<file path="config.mk">
export PLATFORM = sky130hd
export DESIGN_NAME = fifo_flops
export DESIGN_NICKNAME = d
export VERILOG_FILES = /design/src/fifo_pkg.sv /design/src/fifo_ctrl_1r1w.sv /design/src/fifo_flops.sv /design/src/fifo_pop_reg.sv /design/src/fifo_ram_flops.sv
export VERILOG_INCLUDE_DIRS = /design/src /design/src/src
export SDC_FILE = /design/constraint.sdc
export NUM_CORES = 1
export LEC_CHECK = 0
export ABC_CLOCK_PERIOD_IN_PS = 6100
export BUFFER_PORTS_ARGS = -buffer_cell sky130_fd_sc_hd__buf_2
export CAP_MARGIN = 15
export CORE_MARGIN = 2
export CORE_UTILIZATION = 45
export DETAILED_ROUTE_END_ITERATION = 8
export HOLD_SLACK_MARGIN = 0.06
export PLACE_DENSITY = 0.69
export SLEW_MARGIN = 40
export SYNTH_ARGS = -nofsm -noshare
export SYNTH_HDL_FRONTEND = slang
export SYNTH_SLANG_ARGS = --single-unit
</file>
<file path="constraint.sdc">
create_clock -name clk -period 6.1 [get_ports clk]
set_input_delay 0.61 -clock clk [delete_from_list [all_inputs] [get_ports clk]]
set_output_delay 0.61 -clock clk [all_outputs]
set_load 0.005 [all_outputs]
</file>
<file path="src/fifo_cfg.svh">
`ifndef FIFO_CFG_SVH
`define FIFO_CFG_SVH

// ---------------------------------------------------------------------
// Build-time configuration of the flop FIFO
// ---------------------------------------------------------------------

// Total number of entries the buffer accepts, must be at least 2
`define FIFO_DEPTH 8

// Bits carried by each entry
`define FIFO_WIDTH 16

// Set to 1 so that a push into an empty buffer skips the RAM
`define FIFO_BYPASS 1

// Set to 1 to drive pop_valid and pop_data from a forward register
// With 0 the stage signals reach the pop ports combinationally
`define FIFO_REG_POP 1

`endif

</file>
<file path="src/fifo_pkg.sv">
`include "fifo_cfg.svh"

package fifo_pkg;

  // ---------------------------------------------------------------------
  // Types shared by the control block, the RAM and the pop register
  // ---------------------------------------------------------------------

  // One buffer entry as it travels from push to pop
  typedef logic [`FIFO_WIDTH-1:0] word_t;

  // Index into the flop RAM
  // The depth is at least 2, so the index is never narrower than 1 bit
  typedef logic [$clog2(`FIFO_DEPTH)-1:0] addr_t;

  // Occupancy and free-slot counts need to reach FIFO_DEPTH itself
  typedef logic [$clog2(`FIFO_DEPTH+1)-1:0] count_t;

endpackage

</file>
<file path="src/fifo_ctrl_1r1w.sv">
`timescale 1ns/10ps
`include "fifo_cfg.svh"

module fifo_ctrl_1r1w import fifo_pkg::*; (
  input  logic   clk,
  input  logic   rst_n,
  input  logic   push_valid,
  input  word_t  push_data,
  output logic   push_ready,
  input  logic   stage_ready,
  output logic   stage_valid,
  output word_t  stage_data,
  input  logic   pop_valid,
  input  logic   pop_ready,
  output logic   ram_wr_en,
  output addr_t  ram_wr_addr,
  output word_t  ram_wr_data,
  output addr_t  ram_rd_addr,
  input  word_t  ram_rd_data,
  output logic   full,
  output logic   empty,
  output count_t items,
  output count_t slots
);

  localparam bit bypass_en = (`FIFO_BYPASS != 0);

  // Pointers into the flop RAM, both wrap at FIFO_DEPTH-1
  addr_t  wr_ptr;
  addr_t  rd_ptr;
  // Entries currently stored in the RAM, not yet handed to the stage side
  count_t ram_items;

  logic ram_empty;
  logic push_xfer;
  logic stage_xfer;
  logic pop_xfer;
  logic bypass;
  logic ram_rd_en;

  // Next pointer value with wrap for depths that are not a power of two
  function automatic addr_t ptr_next(input addr_t ptr);
    addr_t nxt;
    if (ptr == addr_t'(`FIFO_DEPTH - 1)) begin
      nxt = '0;
    end else begin
      nxt = ptr + addr_t'(1);
    end
    return nxt;
  endfunction

  // ---------------------------------------------------------------------
  // Handshakes
  // ---------------------------------------------------------------------

  // Push is accepted whenever the total occupancy is below the depth
  assign push_ready = ~full;
  assign push_xfer  = push_valid & push_ready;

  // The entry leaves the FIFO when the sink takes it at the pop ports
  assign pop_xfer = pop_valid & pop_ready;

  assign ram_empty = (ram_items == '0);

  // A push skips storage only when the RAM holds nothing and the stage
  // side can take the word in this same cycle
  assign bypass = bypass_en & ram_empty & stage_ready;

  // The head of the RAM has priority, otherwise the live push is offered
  // when bypass is enabled
  always_comb begin
    if (!ram_empty) begin
      stage_valid = 1'b1;
      stage_data  = ram_rd_data;
    end else begin
      stage_valid = bypass_en & push_valid & push_ready;
      stage_data  = push_data;
    end
  end

  assign stage_xfer = stage_valid & stage_ready;

  // A stage transfer only consumes a RAM entry when the RAM was the source
  assign ram_rd_en = stage_xfer & ~ram_empty;

  // ---------------------------------------------------------------------
  // RAM port driving
  // ---------------------------------------------------------------------

  assign ram_wr_en   = push_xfer & ~bypass;
  assign ram_wr_addr = wr_ptr;
  assign ram_wr_data = push_data;
  assign ram_rd_addr = rd_ptr;

  always_ff @(posedge clk or negedge rst_n) begin
    if (!rst_n) begin
      wr_ptr <= '0;
      rd_ptr <= '0;
    end else begin
      if (ram_wr_en) begin
        wr_ptr <= ptr_next(wr_ptr);
      end
      if (ram_rd_en) begin
        rd_ptr <= ptr_next(rd_ptr);
      end
    end
  end

  // RAM occupancy, a simultaneous write and read leaves it as it is
  always_ff @(posedge clk or negedge rst_n) begin
    if (!rst_n) begin
      ram_items <= '0;
    end else begin
      case ({ram_wr_en, ram_rd_en})
        2'b10:   ram_items <= ram_items + count_t'(1);
        2'b01:   ram_items <= ram_items - count_t'(1);
        default: ram_items <= ram_items;
      endcase
    end
  end

  // ---------------------------------------------------------------------
  // Occupancy and flags
  // ---------------------------------------------------------------------

  // Counts an entry from push until the sink pops it, so a word parked
  // in the pop register is still included
  always_ff @(posedge clk or negedge rst_n) begin
    if (!rst_n) begin
      items <= '0;
    end else begin
      case ({push_xfer, pop_xfer})
        2'b10:   items <= items + count_t'(1);
        2'b01:   items <= items - count_t'(1);
        default: items <= items;
      endcase
    end
  end

  // Flags follow the registered count, so they move one edge after the
  // transfer that changed it
  assign full  = (items == count_t'(`FIFO_DEPTH));
  assign empty = (items == '0);
  assign slots = count_t'(`FIFO_DEPTH) - items;

endmodule

</file>
<file path="src/fifo_flops.sv">
`timescale 1ns/10ps
`include "fifo_cfg.svh"

module fifo_flops import fifo_pkg::*; (
  input  logic   clk,
  input  logic   rst_n,
  input  logic   push_valid,
  input  word_t  push_data,
  output logic   push_ready,
  input  logic   pop_ready,
  output logic   pop_valid,
  output word_t  pop_data,
  output logic   full,
  output logic   empty,
  output count_t items,
  output count_t slots
);

  // Stage link between the control block and the pop side
  logic  stage_valid;
  logic  stage_ready;
  word_t stage_data;

  // RAM ports
  logic  ram_wr_en;
  addr_t ram_wr_addr;
  word_t ram_wr_data;
  addr_t ram_rd_addr;
  word_t ram_rd_data;

  // ---------------------------------------------------------------------
  // Control
  // ---------------------------------------------------------------------

  fifo_ctrl_1r1w u_ctrl (
    .clk         (clk),
    .rst_n       (rst_n),
    .push_valid  (push_valid),
    .push_data   (push_data),
    .push_ready  (push_ready),
    .stage_ready (stage_ready),
    .stage_valid (stage_valid),
    .stage_data  (stage_data),
    .pop_valid   (pop_valid),
    .pop_ready   (pop_ready),
    .ram_wr_en   (ram_wr_en),
    .ram_wr_addr (ram_wr_addr),
    .ram_wr_data (ram_wr_data),
    .ram_rd_addr (ram_rd_addr),
    .ram_rd_data (ram_rd_data),
    .full        (full),
    .empty       (empty),
    .items       (items),
    .slots       (slots)
  );

  // ---------------------------------------------------------------------
  // Storage
  // ---------------------------------------------------------------------

  fifo_ram_flops u_ram (
    .clk     (clk),
    .wr_en   (ram_wr_en),
    .wr_addr (ram_wr_addr),
    .wr_data (ram_wr_data),
    .rd_addr (ram_rd_addr),
    .rd_data (ram_rd_data)
  );

  // ---------------------------------------------------------------------
  // Pop side
  // ---------------------------------------------------------------------

  // Registered outputs cost one cycle of cut-through latency but cut the
  // combinational path from the push ports to the pop ports
  if (`FIFO_REG_POP != 0) begin : g_pop_reg
    fifo_pop_reg u_pop_reg (
      .clk       (clk),
      .rst_n     (rst_n),
      .in_valid  (stage_valid),
      .in_data   (stage_data),
      .in_ready  (stage_ready),
      .out_valid (pop_valid),
      .out_data  (pop_data),
      .out_ready (pop_ready)
    );
  end else begin : g_pop_direct
    assign pop_valid   = stage_valid;
    assign pop_data    = stage_data;
    assign stage_ready = pop_ready;
  end

endmodule

</file>
<file path="src/fifo_pop_reg.sv">
`timescale 1ns/10ps
`include "fifo_cfg.svh"

module fifo_pop_reg import fifo_pkg::*; (
  input  logic  clk,
  input  logic  rst_n,
  input  logic  in_valid,
  input  word_t in_data,
  output logic  in_ready,
  output logic  out_valid,
  output word_t out_data,
  input  logic  out_ready
);

  logic in_xfer;

  // ---------------------------------------------------------------------
  // Forward flow register
  // ---------------------------------------------------------------------

  // Room is available when the slot is empty, or when the sink is taking
  // the current word this cycle
  // The second case keeps the throughput at one word per cycle
  assign in_ready = ~out_valid | out_ready;
  assign in_xfer  = in_valid & in_ready;

  // Valid bit is the only control state here
  // It is reloaded whenever the slot frees up, so it drops after a pop
  // with no new word behind it
  always_ff @(posedge clk or negedge rst_n) begin
    if (!rst_n) begin
      out_valid <= 1'b0;
    end else if (in_ready) begin
      out_valid <= in_valid;
    end
  end

  // Payload is only loaded on an accepted word and holds otherwise,
  // which keeps out_data stable under back-pressure
  always_ff @(posedge clk) begin
    if (in_xfer) begin
      out_data <= in_data;
    end
  end

endmodule

</file>
<file path="src/fifo_ram_flops.sv">
`timescale 1ns/10ps
`include "fifo_cfg.svh"

module fifo_ram_flops import fifo_pkg::*; (
  input  logic  clk,
  input  logic  wr_en,
  input  addr_t wr_addr,
  input  word_t wr_data,
  input  addr_t rd_addr,
  output word_t rd_data
);

  // ---------------------------------------------------------------------
  // Storage array
  // ---------------------------------------------------------------------

  // One flop word per buffer entry
  word_t mem [`FIFO_DEPTH];

  // Write port
  // The addressed word takes the new data on the rising edge
  always_ff @(posedge clk) begin
    if (wr_en) begin
      mem[wr_addr] <= wr_data;
    end
  end

  // ---------------------------------------------------------------------
  // Read port
  // ---------------------------------------------------------------------

  // Combinational mux over all entries, so the read returns the word in
  // the same cycle the address is presented
  // An index beyond the depth reads as zero, which only matters for
  // depths that are not a power of two
  always_comb begin
    rd_data = '0;
    for (int i = 0; i < `FIFO_DEPTH; i++) begin
      if (rd_addr == addr_t'(i)) begin
        rd_data = mem[i];
      end
    end
  end

endmodule

</file>
==> metrics.md, run 1 <==
| Metric | Value |
|---|---|
| Status | completed |
| Mapped Area | 6880 µm² |
| Worst-case clock buffer depth | 2 |
| Post-Syn Nets | 545 |
| Clock sinks | 159 |
| Area grow syn2layout | 14.8% |
| Post-DP HPWL | 8920 µm |
| Number of buffers and inverters on the critical path | 1 |
| Peak Freq | 265 MHz |
| Worst vdd ir | 0.000312 V |
| Worst Clk Skew | 0.00999 ns |
| Die ar. | 16300 µm² |
| GRT overflow | 0 |
| Fin crit share | 0.619 |
| Fin nets | 590 |
| Unique masters post-synth | 40 |
| Leak pwr | 2.74 nW |
| Setup crit start kind | register |
| Register area share after synthesis | 0.683 |
| Seq cells post-synth | 159 |
| Rows | 45 |
| Reg2Reg Launch Point | u_ctrl.ram_rd_addr[2] |
| Area after DPL | 7360 µm² |
| Post-synthesis instance total | 508 |
| Layout cells sized above 1 | 0.179 |
| Starting density of the core | 0.456 |
| Fill count | 1282 |
| Tmin final | 3.78 ns |
| H-tree levels | 4 |
| Post-CTS Setup Bufs | 0 |
| FFs w/ async S/R, synth | 0.0943 |
| DP Cell Count | 722 |
| Drt via density | 5.96 |
| Crit path DAT | 4.02 ns |
| DRC violations left | 0 |
| Max-slew headroom | 0.463 |
| Final instance area | 7900 µm² |
| CTS tree | done |
| Final Max Slew Viols | 0 |
| Final TNS setup | 0 ns |
| Largest net degree at the start of global routing | 66 |
| DRT antenna net count | 0 |
| Core Area | 15100 µm² |
| Final WL | 15500 µm |
| I/O Buffers | 47 |
| Most common flop cell mapped by yosys | edfxtp_1 |
| YS warnings | 0 |
| Max Cap Viol | 0 |
| Wire per inst | 20.6 µm |
| DR vias | 4491 |
| Flop2flop setup slack | 2.32 ns |
| Non-filler cells, final | 753 |
| Worst-Skew Late Latency | 0.43 ns |
| WP depth | 6 |
| Crit path kind | reg2reg |
| Root buffer cell | clkbuf_16 |
| Final setup fails | 0 |
| Crit end category | register |
| 1st-iter DRT viols | 431 |
| CTS clk-pin slew, worst paths | 0.06 ns |
| Worst Path Required | 6.35 ns |
| Pwr/cell area | 510 nW/µm² |
| Gr usage total | 0.196 |
| Worst r2r path cells | 6 |
| Die Span X | 128 µm |
| Die Y | 128 µm |
| Hold Path Class | in2async |
| Final Hold Vio Count | 0 |
| Crit-path slowest cell | dfrtp_1 |
| Worst hold slack | 0.0882 ns |
| Synthesized area per cell | 13.5 µm² |
| Drt first pass iters | 5 |
| RR Endpoint | g_pop_reg.u_pop_reg.out_data[8] |
| Crit Path Max Fanout | 23 |
| Post-cts sizing count | 0 |
| Delay-heaviest family, CP | flip-flops |
| I/O pin total | 48 |
| Cells along the critical path | clkinv_1 > ha_1 > or2_2 > a221oi_1 > a2111oi_0 > o221ai_1 |
| Global-route wire length before repair | 23900 µm |
| Antenna violations before repair | 0 |
| Hold buffers post-CTS | 0 |
| Vias in the first global route | 4495 |
| Delay of the slowest critical-path stage | 0.82 ns |
| GPL Wtd Cong | 0.767 |
| Area of the multi-input gates | 1980 µm² |
| CTS buffer count | 17 |
| RSZ-0062 raised after global routing | no |
| Register area | 4700 µm² |
| Number of synthesized flops with an enable pin | 144 |
| Ant diodes | 0 |
| Least-Margin Pin Slew | 0.806 ns |
| Final design utilization | 0.523 |
where the power goes:
group / internal, mW / switching (mW)
clock: 0.590 / 0.385
combinational: 0.569 / 0.860
sequential: 1.48 / 0.144
total: 2.64 / 1.39
metal layers:
metal  wire length (µm)  vias to the layer above  GRT usage
met1               6730                     2238      0.252
met5                  0                        -          0
met2               7490                      184      0.320
met4                259                        0     0.0724
met3               1010                       24     0.0522
li1                   -                     2045          -
cells in the mapped netlist (9+ instances only):
master     count  area share
clkbuf_1      27       0.015
nand2_1       41       0.022
nor2_1        19       0.010
nor2b_1       17       0.015
inv_1         31       0.017
nand3b_1      18       0.020
nor3_1         9      0.0065
a221oi_1      16       0.020
edfxtp_1     144        0.63
a2111oi_0     15       0.019
a21oi_1       36       0.026
o21ai_0       26       0.019
dfrtp_1       15       0.055
ha_1          15       0.027
o221ai_1      30       0.038
cell usage in the layout (no fill, tap or decap), types with 4 or more instances in the layout:
cell / Yosys / final
nand2_1: 41 / 41
clkbuf_1: 27 / 4
clkbuf_16: 0 / 17
buf_4: 2 / 12
dfrtp_1: 15 / 15
o21ai_0: 26 / 26
o221ai_1: 30 / 30
nor3_1: 9 / 5
a221oi_1: 16 / 16
nand2b_1: 4 / 4
a21oi_1: 36 / 35
clkinv_1: 1 / 4
nor3_2: 0 / 4
nand3b_1: 18 / 18
inv_1: 31 / 31
a2111oi_0: 15 / 15
edfxtp_1: 144 / 144
ha_1: 15 / 12
nor3b_1: 4 / 4
nor2b_1: 17 / 17
nor2_1: 19 / 19
buf_2: 4 / 47
clkinv_2: 0 / 5
registers in the layout, indices dropped and copies added (netlist names):
register,count
u_ctrl.items,4
u_ctrl.ram_rd_addr,3
g_pop_reg.u_pop_reg.out_valid,1
u_ram.mem,128
u_ctrl.ram_items,4
u_ctrl.ram_wr_addr,3
g_pop_reg.u_pop_reg.out_data,16
worst max path at each step:
stage / slack, ns / to / from
2_1_floorplan: 2.94 / u_ram.mem[0][0] / u_ctrl.items[0]
3_3_place_gp: 2.60 / g_pop_reg.u_pop_reg.out_data[6] / u_ctrl.ram_rd_addr[2]
3_5_place_dp: 2.43 / g_pop_reg.u_pop_reg.out_data[10] / u_ctrl.ram_rd_addr[2]
4_1_cts: 2.41 / g_pop_reg.u_pop_reg.out_data[10] / u_ctrl.ram_rd_addr[2]
5_1_grt: 2.10 / g_pop_reg.u_pop_reg.out_data[11] / u_ctrl.ram_rd_addr[2]
6_report: 2.32 / g_pop_reg.u_pop_reg.out_data[8] / u_ctrl.ram_rd_addr[2]
final cells by class:
type | instances | share of cell area
Multi-Input combinational cell | 284 | 0.251
Sequential cell | 159 | 0.595
Timing Repair Buffer | 59 | 0.0412
Clock inverter | 10 | 0.0122
Tap cell | 188 | 0.0298
Clock buffer | 21 | 0.0558
Inverter | 32 | 0.0152
per-stage QoR:
step / power (mW) / worst slack, ns
floorplan: 2.58 / 2.94
global placement: 2.99 / 2.60
detailed placement: 3.06 / 2.43
CTS: 4.04 / 2.41
global route: 4.25 / 2.10
finish: 4.03 / 2.32
logic make-up (layout without fill, tap and decap cells):
kind of cell | after synthesis | in the layout | share of synthesized area
buffers and inverters | 65 | 122 | 0.0373
DFF | 159 | 159 | 0.683
and+or+nand+nor | 128 | 128 | 0.101
AOI/OAI and AO/OA | 130 | 130 | 0.133
adders and majority gates | 17 | 17 | 0.0331
muxes | 3 | 3 | 0.00582
xor gates and xnor gates | 6 | 6 | 0.00764
Note: power is estimated with default switching activity, not from simulation.
==> run 2: changes to the inputs <==
ABC_AREA = 1   (was unset)
ABC_CLOCK_PERIOD_IN_PS = 3700   (was 6100)
clock period = 3.7 ns   (was 6.1 ns; I/O delays follow)
==> run 2 against run 1 <==
Effect of this change:
- sequential power rose by 59%
- via count grew 4.3%
- critical path type unchanged
- combinational power is 73% higher
- largest cell class unchanged
==> metrics.md, run 2 <==
| Metric | Value |
|---|---|
| Gr usage total | 0.173 |
| Peak Freq | 349 MHz |
| Starting density of the core | 0.460 |
| Flop2flop setup slack | 0.84 ns |
| Die Y | 131 µm |
| Area contributors post-synth | edfxtp_1 59%, nand2_1 14%, dfrtp_1 5.2% |
| Max FFs per register | 128 |
| Reg with most FFs | u_ram.mem |
| Area after DPL | 7730 µm² |
| Area grow syn2layout | 13.9% |
| Layout cells sized above 1 | 0.139 |
| Die Span X | 131 µm |
| Worst Clk Skew | 0.0116 ns |
| H-tree levels | 4 |
| 1st-iter DRT viols | 353 |
| Number of buffers and inverters on the critical path | 3 |
| Drt via density | 4.62 |
| I/O pin total | 48 |
| GRT overflow | 0 |
| Antenna violations before repair | 0 |
| Wire per inst | 13.7 µm |
| Post-synthesis instance total | 732 |
| Final Max Slew Viols | 0 |
| Fill count | 1378 |
| Commonest non-fill, non-tap cell in the layout | nand2_1 |
| Crit path kind | reg2reg |
| Final setup fails | 0 |
| Top-count cell post-synth | nand2_1 |
| Post-DP HPWL | 9110 µm |
| Unique masters post-synth | 25 |
| Share of the synthesized area in the top cell type | 0.594 |
| CTS tree | done |
| Synthesized area per cell | 9.95 µm² |
| CTS clk-pin slew, worst paths | 0.06 ns |
| Clock sinks | 159 |
| Final TNS setup | 0 ns |
| Ant diodes | 0 |
| Delay-heaviest family, CP | adder cells |
| Delay of the slowest critical-path stage | 0.41 ns |
| Hold Path Class | in2reg |
| Worst-Skew Late Latency | 0.42 ns |
| CTS buffer count | 17 |
| Leading cell types in the layout, fill and taps excluded | 260 x nand2_1, 144 x edfxtp_1, 82 x nor2_1 |
| Vias in the first global route | 4692 |
| Seq cells post-synth | 159 |
| Post-Syn Nets | 769 |
| Crit-path slowest cell | dfrtp_1 |
| Crit end category | register |
| Worst vdd ir | 0.000385 V |
| Largest regs | u_ram.mem x128, g_pop_reg.u_pop_reg.out_data x16 |
| Final Hold Vio Count | 0 |
| Rows | 46 |
| Mapped Area | 7280 µm² |
| Max-slew headroom | 0.603 |
| FFs w/ async S/R, synth | 0.0943 |
| Final WL | 13900 µm |
| Crit path DAT | 3.17 ns |
| Fin nets | 822 |
| Root buffer cell | clkbuf_16 |
| Worst-case clock buffer depth | 2 |
| Synth top cells by count | 262 x nand2_1, 144 x edfxtp_1, 82 x nor2_1 |
| Most common flop cell mapped by yosys | edfxtp_1 |
| Crit Path Max Fanout | 9 |
| Setup crit start kind | register |
| Number of synthesized flops with an enable pin | 144 |
| DRC violations left | 0 |
| Worst hold slack | 0.260 ns |
| Cells along the critical path | inv_1 > ha_1 > nand2_1 > nor2_1 > inv_1 > nand2_1 > a21oi_2 > inv_1 > ha_1 > ha_1 > nand2_1 > nor2_1 > a211oi_1 > nor2_1 > nor2_1 > nand2_1 > xnor2_1 |
| DRT antenna net count | 0 |
| YS warnings | 0 |
| Max Cap Viol | 0 |
| Pwr/cell area | 806 nW/µm² |
| Core Area | 15800 µm² |
| Register area share after synthesis | 0.645 |
| RSZ-0062 raised after global routing | no |
| Tmin final | 2.86 ns |
| Drt first pass iters | 5 |
| Area leader, netlist | edfxtp_1 |
| DR vias | 4684 |
| I/O Buffers | 47 |
| Leak pwr | 3.62 nW |
| Die ar. | 17200 µm² |
| Global-route wire length before repair | 23200 µm |
| Final instance area | 8290 µm² |
| Largest net degree at the start of global routing | 33 |
| Status | completed |
| Worst Path Required | 4.00 ns |
| Fin crit share | 0.774 |
| GPL Wtd Cong | 0.802 |
| Least-Margin Pin Slew | 0.594 ns |
run 2: cell count changes in the layout (fill, tap and decap cells not counted), sizes merged, moves of 9 or more:
cell and delta:
a21oi -31, nor3 -9, a2111oi -15, nor2 +64, inv +44, nand3 +36
a221oi -16, or2 +14, nand2 +222, o221ai -30, nand3b -18, nor2b -17
clkinv +17
run 2: kinds of logic (layout without fill, tap and decap cells):
logic type	count (synthesis)	in the layout	synth area share
AND/OR/NAND/NOR	400	400	0.223
flip-flops	159	159	0.645
buffers and inverters	116	182	0.0682
AO/OA/AOI/OAI	32	32	0.0229
adder cells (fa/ha/maj)	17	17	0.0313
XOR/XNOR	8	8	0.00962
run 2: layout make-up:
type	instances	area, µm²	area share
Clock buffer	17	425	0.0513
Clock inverter	15	128	0.0154
Sequential cell	159	4700	0.567
Tap cell	216	270	0.0326
Timing Repair Buffer	61	343	0.0413
Multi-Input combinational cell	457	2090	0.252
Inverter	89	338	0.0407
run 2: final timing paths:
kind / start / endpoint / cells after the start
setup / recovery: u_ctrl.items[0] / u_ctrl.ram_items[3] / 17
hold / removal: push_data[8] / u_ram.mem[0][8] / 1
setup reg to reg: u_ctrl.items[0] / u_ctrl.ram_items[3] / 17
hold reg to reg: u_ctrl.ram_items[3] / u_ctrl.ram_items[3] / 1
max in group asynchronous: rst_n / u_ctrl.ram_wr_addr[0] / 2
min in group asynchronous: rst_n / u_ctrl.ram_wr_addr[1] / 2
run 2: timing repair:
item / in CTS / in global routing
resized for setup: 0 / 0
setup buffers: 0 / 0
hold endpoints to repair: 15 / 0
hold buffers: 1 / 0
run 2: metrics by stage:
stage / power (mW) / util / std cells / worst slack (ns)
floorplan: 4.43 / - / 732 / 1.07
global placement: 5.05 / 0.488 / 981 / 0.973
detailed placement: 5.12 / 0.488 / 981 / 0.833
CTS: 6.76 / 0.524 / 1014 / 0.832
global route: 7.29 / 0.524 / 1014 / 0.462
finish: 6.69 / 0.524 / 1014 / 0.838
run 2: power breakdown:
part           internal [mW]  switching (mW)
clock network          0.973           0.663
logic                  0.859            1.61
registers               2.42           0.155
total                   4.25            2.43
run 2: worst register-to-register path, delay by kind of cell (launching register included):
family / cells / cell delay, ns
AO/OA/AOI/OAI: 2 / 0.56
XOR/XNOR: 1 / 0.12
AND/OR/NAND/NOR: 8 / 0.60
flip-flops: 1 / 0.41
buffers and inverters: 3 / 0.26
adder cells (fa/ha/maj): 3 / 0.80
run 2: per-layer routing:
layer | track usage | share of wire | up-vias
li1 | - | - | 2442
met1 | 0.205 | 0.42 | 2139
met2 | 0.303 | 0.52 | 85
met3 | 0.0444 | 0.038 | 18
met4 | 0.0670 | 0.016 | 0
met5 | 0 | 0 | -
==> run 3: changes to the inputs <==
ABC_AREA = 0   (was 1)
ABC_CLOCK_PERIOD_IN_PS = 2600   (was 3700)
PLACE_DENSITY = 0.72   (was 0.69)
clock period = 2.6 ns   (was 3.7 ns; I/O delays follow)
==> run 3 against run 2 <==
Effect of this change:
- count of clock-buffer cells in the layout is the same
- die area shrank 5.3%
- largest power group unchanged
- utilization grew 1.7 points
- combinational power grew 47%
- flip-flop and latch count is the same
- highest routed layer unchanged
- clock power grew 62%
- global-route usage grew 3.4 points
- wire length grew 15%
- critical endpoint unchanged
==> metrics.md, run 3 (synthesized netlist as in run 1, its figures left out) <==
| Metric | Value |
|---|---|
| Status | completed |
| Delay of the slowest critical-path stage | 0.53 ns |
| Leading cell types in the layout, fill and taps excluded | 144 x edfxtp_1, 47 x buf_2, 40 x nand2_1 |
| Crit end category | register |
| Worst Clk Skew | 0.00755 ns |
| Setup crit start kind | register |
| Crit-path slowest cell | or4_4 |
| Final setup fails | 0 |
| Clock sinks | 159 |
| Starting density of the core | 0.456 |
| Reg2Reg Launch Point | u_ctrl.ram_items[3] |
| Least-Margin Pin Slew | 0.753 ns |
| DRC violations left | 0 |
| Max FFs per register | 128 |
| Fin crit share | 0.944 |
| DRT antenna net count | 0 |
| Root buffer cell | clkbuf_16 |
| DP Cell Count | 735 |
| Non-filler cells, final | 771 |
| Flop2flop setup slack | 0.15 ns |
| Pwr/cell area | 1230 nW/µm² |
| Largest net degree at the start of global routing | 51 |
| Core Area | 15100 µm² |
| I/O Buffers | 47 |
| Tmin final | 2.45 ns |
| Die Span X | 128 µm |
| Ant diodes | 0 |
| RR Endpoint | u_ctrl.ram_items[3] |
| Max-slew headroom | 0.498 |
| Rows | 45 |
| Wire per inst | 20.8 µm |
| Worst r2r path cells | 7 |
| CTS clk-pin slew, worst paths | 0.06 ns |
| Cells along the critical path | or4_4 > o211ai_4 > ha_2 > ha_1 > a21oi_2 > o21ai_0 > o311ai_1 |
| Worst hold slack | 0.119 ns |
| Commonest non-fill, non-tap cell in the layout | edfxtp_1 |
| Worst min-delay path endpoint | u_ram.mem[6][12] |
| Worst Path Required | 2.92 ns |
| Fill count | 1233 |
| DR vias | 4530 |
| Hold Crit Start | push_data[12] |
| Min-Delay Path Depth | 1 |
| Max Cap Viol | 0 |
| Drt via density | 5.88 |
| Final design utilization | 0.541 |
| Worst-Skew Late Latency | 0.43 ns |
| Reg with most FFs | u_ram.mem |
| CTS buffer count | 17 |
| Final WL | 16000 µm |
| Hold Path Class | in2reg |
| Final Max Slew Viols | 0 |
| 1st-iter DRT viols | 378 |
| GPL Wtd Cong | 0.759 |
| Worst-case clock buffer depth | 2 |
| Antenna violations before repair | 0 |
| Leak pwr | 2.86 nW |
| Largest regs | u_ram.mem x128, g_pop_reg.u_pop_reg.out_data x16 |
| I/O pin total | 48 |
| Post-DP HPWL | 9200 µm |
| Final Hold Vio Count | 0 |
| Gr usage total | 0.207 |
| Worst vdd ir | 0.000637 V |
| Peak Freq | 407 MHz |
| Crit Path Max Fanout | 8 |
| Vias in the first global route | 4685 |
| Crit path DAT | 2.78 ns |
| Layout cells sized above 1 | 0.220 |
| Area grow syn2layout | 18.6% |
| RSZ-0062 raised after global routing | no |
| Drt first pass iters | 4 |
| CTS tree | done |
| Fin nets | 607 |
| Global-route wire length before repair | 25300 µm |
| GRT overflow | 0 |
| Die ar. | 16300 µm² |
| H-tree levels | 4 |
| Die Y | 128 µm |
| Crit path kind | reg2reg |
## run 3: area by class of cell
cell class	instances	area, µm²	share of cell area
clock buffers	17	425	0.0521
clock inverters	15	209	0.0256
inverters	32	120	0.0147
multi-input cells	284	1990	0.244
flip-flops and latches	159	4700	0.576
well taps	188	235	0.0288
repair buffers	76	480	0.0589
## run 3: routing by layer
metal | vias up | track usage | part of all wire
met5 | - | 0 | 0
met4 | 0 | 0.0802 | 0.021
met3 | 28 | 0.0492 | 0.058
met2 | 186 | 0.338 | 0.49
met1 | 2235 | 0.268 | 0.43
li1 | 2081 | - | -
## run 3: metrics by stage
step	TNS [ns]	instance area, µm²	setup slack, ns	total power [mW]
floorplan	-7.24	6890	-0.151	6.07
global placement	0	7470	0.164	7.20
detailed placement	-0.0626	7470	-0.0626	7.36
CTS	0	8120	0.0384	10.0
global route	0	8160	0.0294	10.6
finish	0	8160	0.146	10.0
## run 3: what timing repair did
action                                 4_1_cts  5_1_grt
setup endpoints to repair                    2        2
hold buffers                                 1        0
cloned                                       0        0
resized for setup                            2        6
endpoints found under the hold margin       15        0
pin swaps                                    0        1
setup buffers                                0        3
## run 3: power breakdown
| group | internal [mW] | switching (mW) | leakage (nW) | total [mW] |
|---|---|---|---|---|
| logic | 1.48 | 2.15 | 1.06 | 3.63 |
| registers | 3.47 | 0.272 | 1.50 | 3.74 |
| clock network | 1.62 | 1.04 | 0.301 | 2.66 |
| total | 6.57 | 3.46 | 2.86 | 10.0 |
## run 3: worst max-delay path: cells and delay by family, from the launching register on
family          cells  cell delay, ns
simple gates        1            0.53
fa+ha+maj           2            0.55
flops               1            0.45
compound gates      4            0.83
## run 3: how the worst max path moves through the flow
stage | start | endpoint | slack [ns] | cells after the start
global route | u_ctrl.items[0] | u_ctrl.ram_items[3] | 0.03 | 9
CTS | u_ctrl.items[0] | u_ctrl.items[3] | 0.04 | 9
finish | u_ctrl.ram_items[3] | u_ctrl.ram_items[3] | 0.15 | 7
detailed placement | u_ctrl.items[0] | u_ctrl.items[3] | -0.06 | 9
floorplan | u_ctrl.items[0] | u_ram.mem[2][0] | -0.15 | 5
global placement | u_ctrl.items[0] | u_ctrl.items[3] | 0.16 | 9
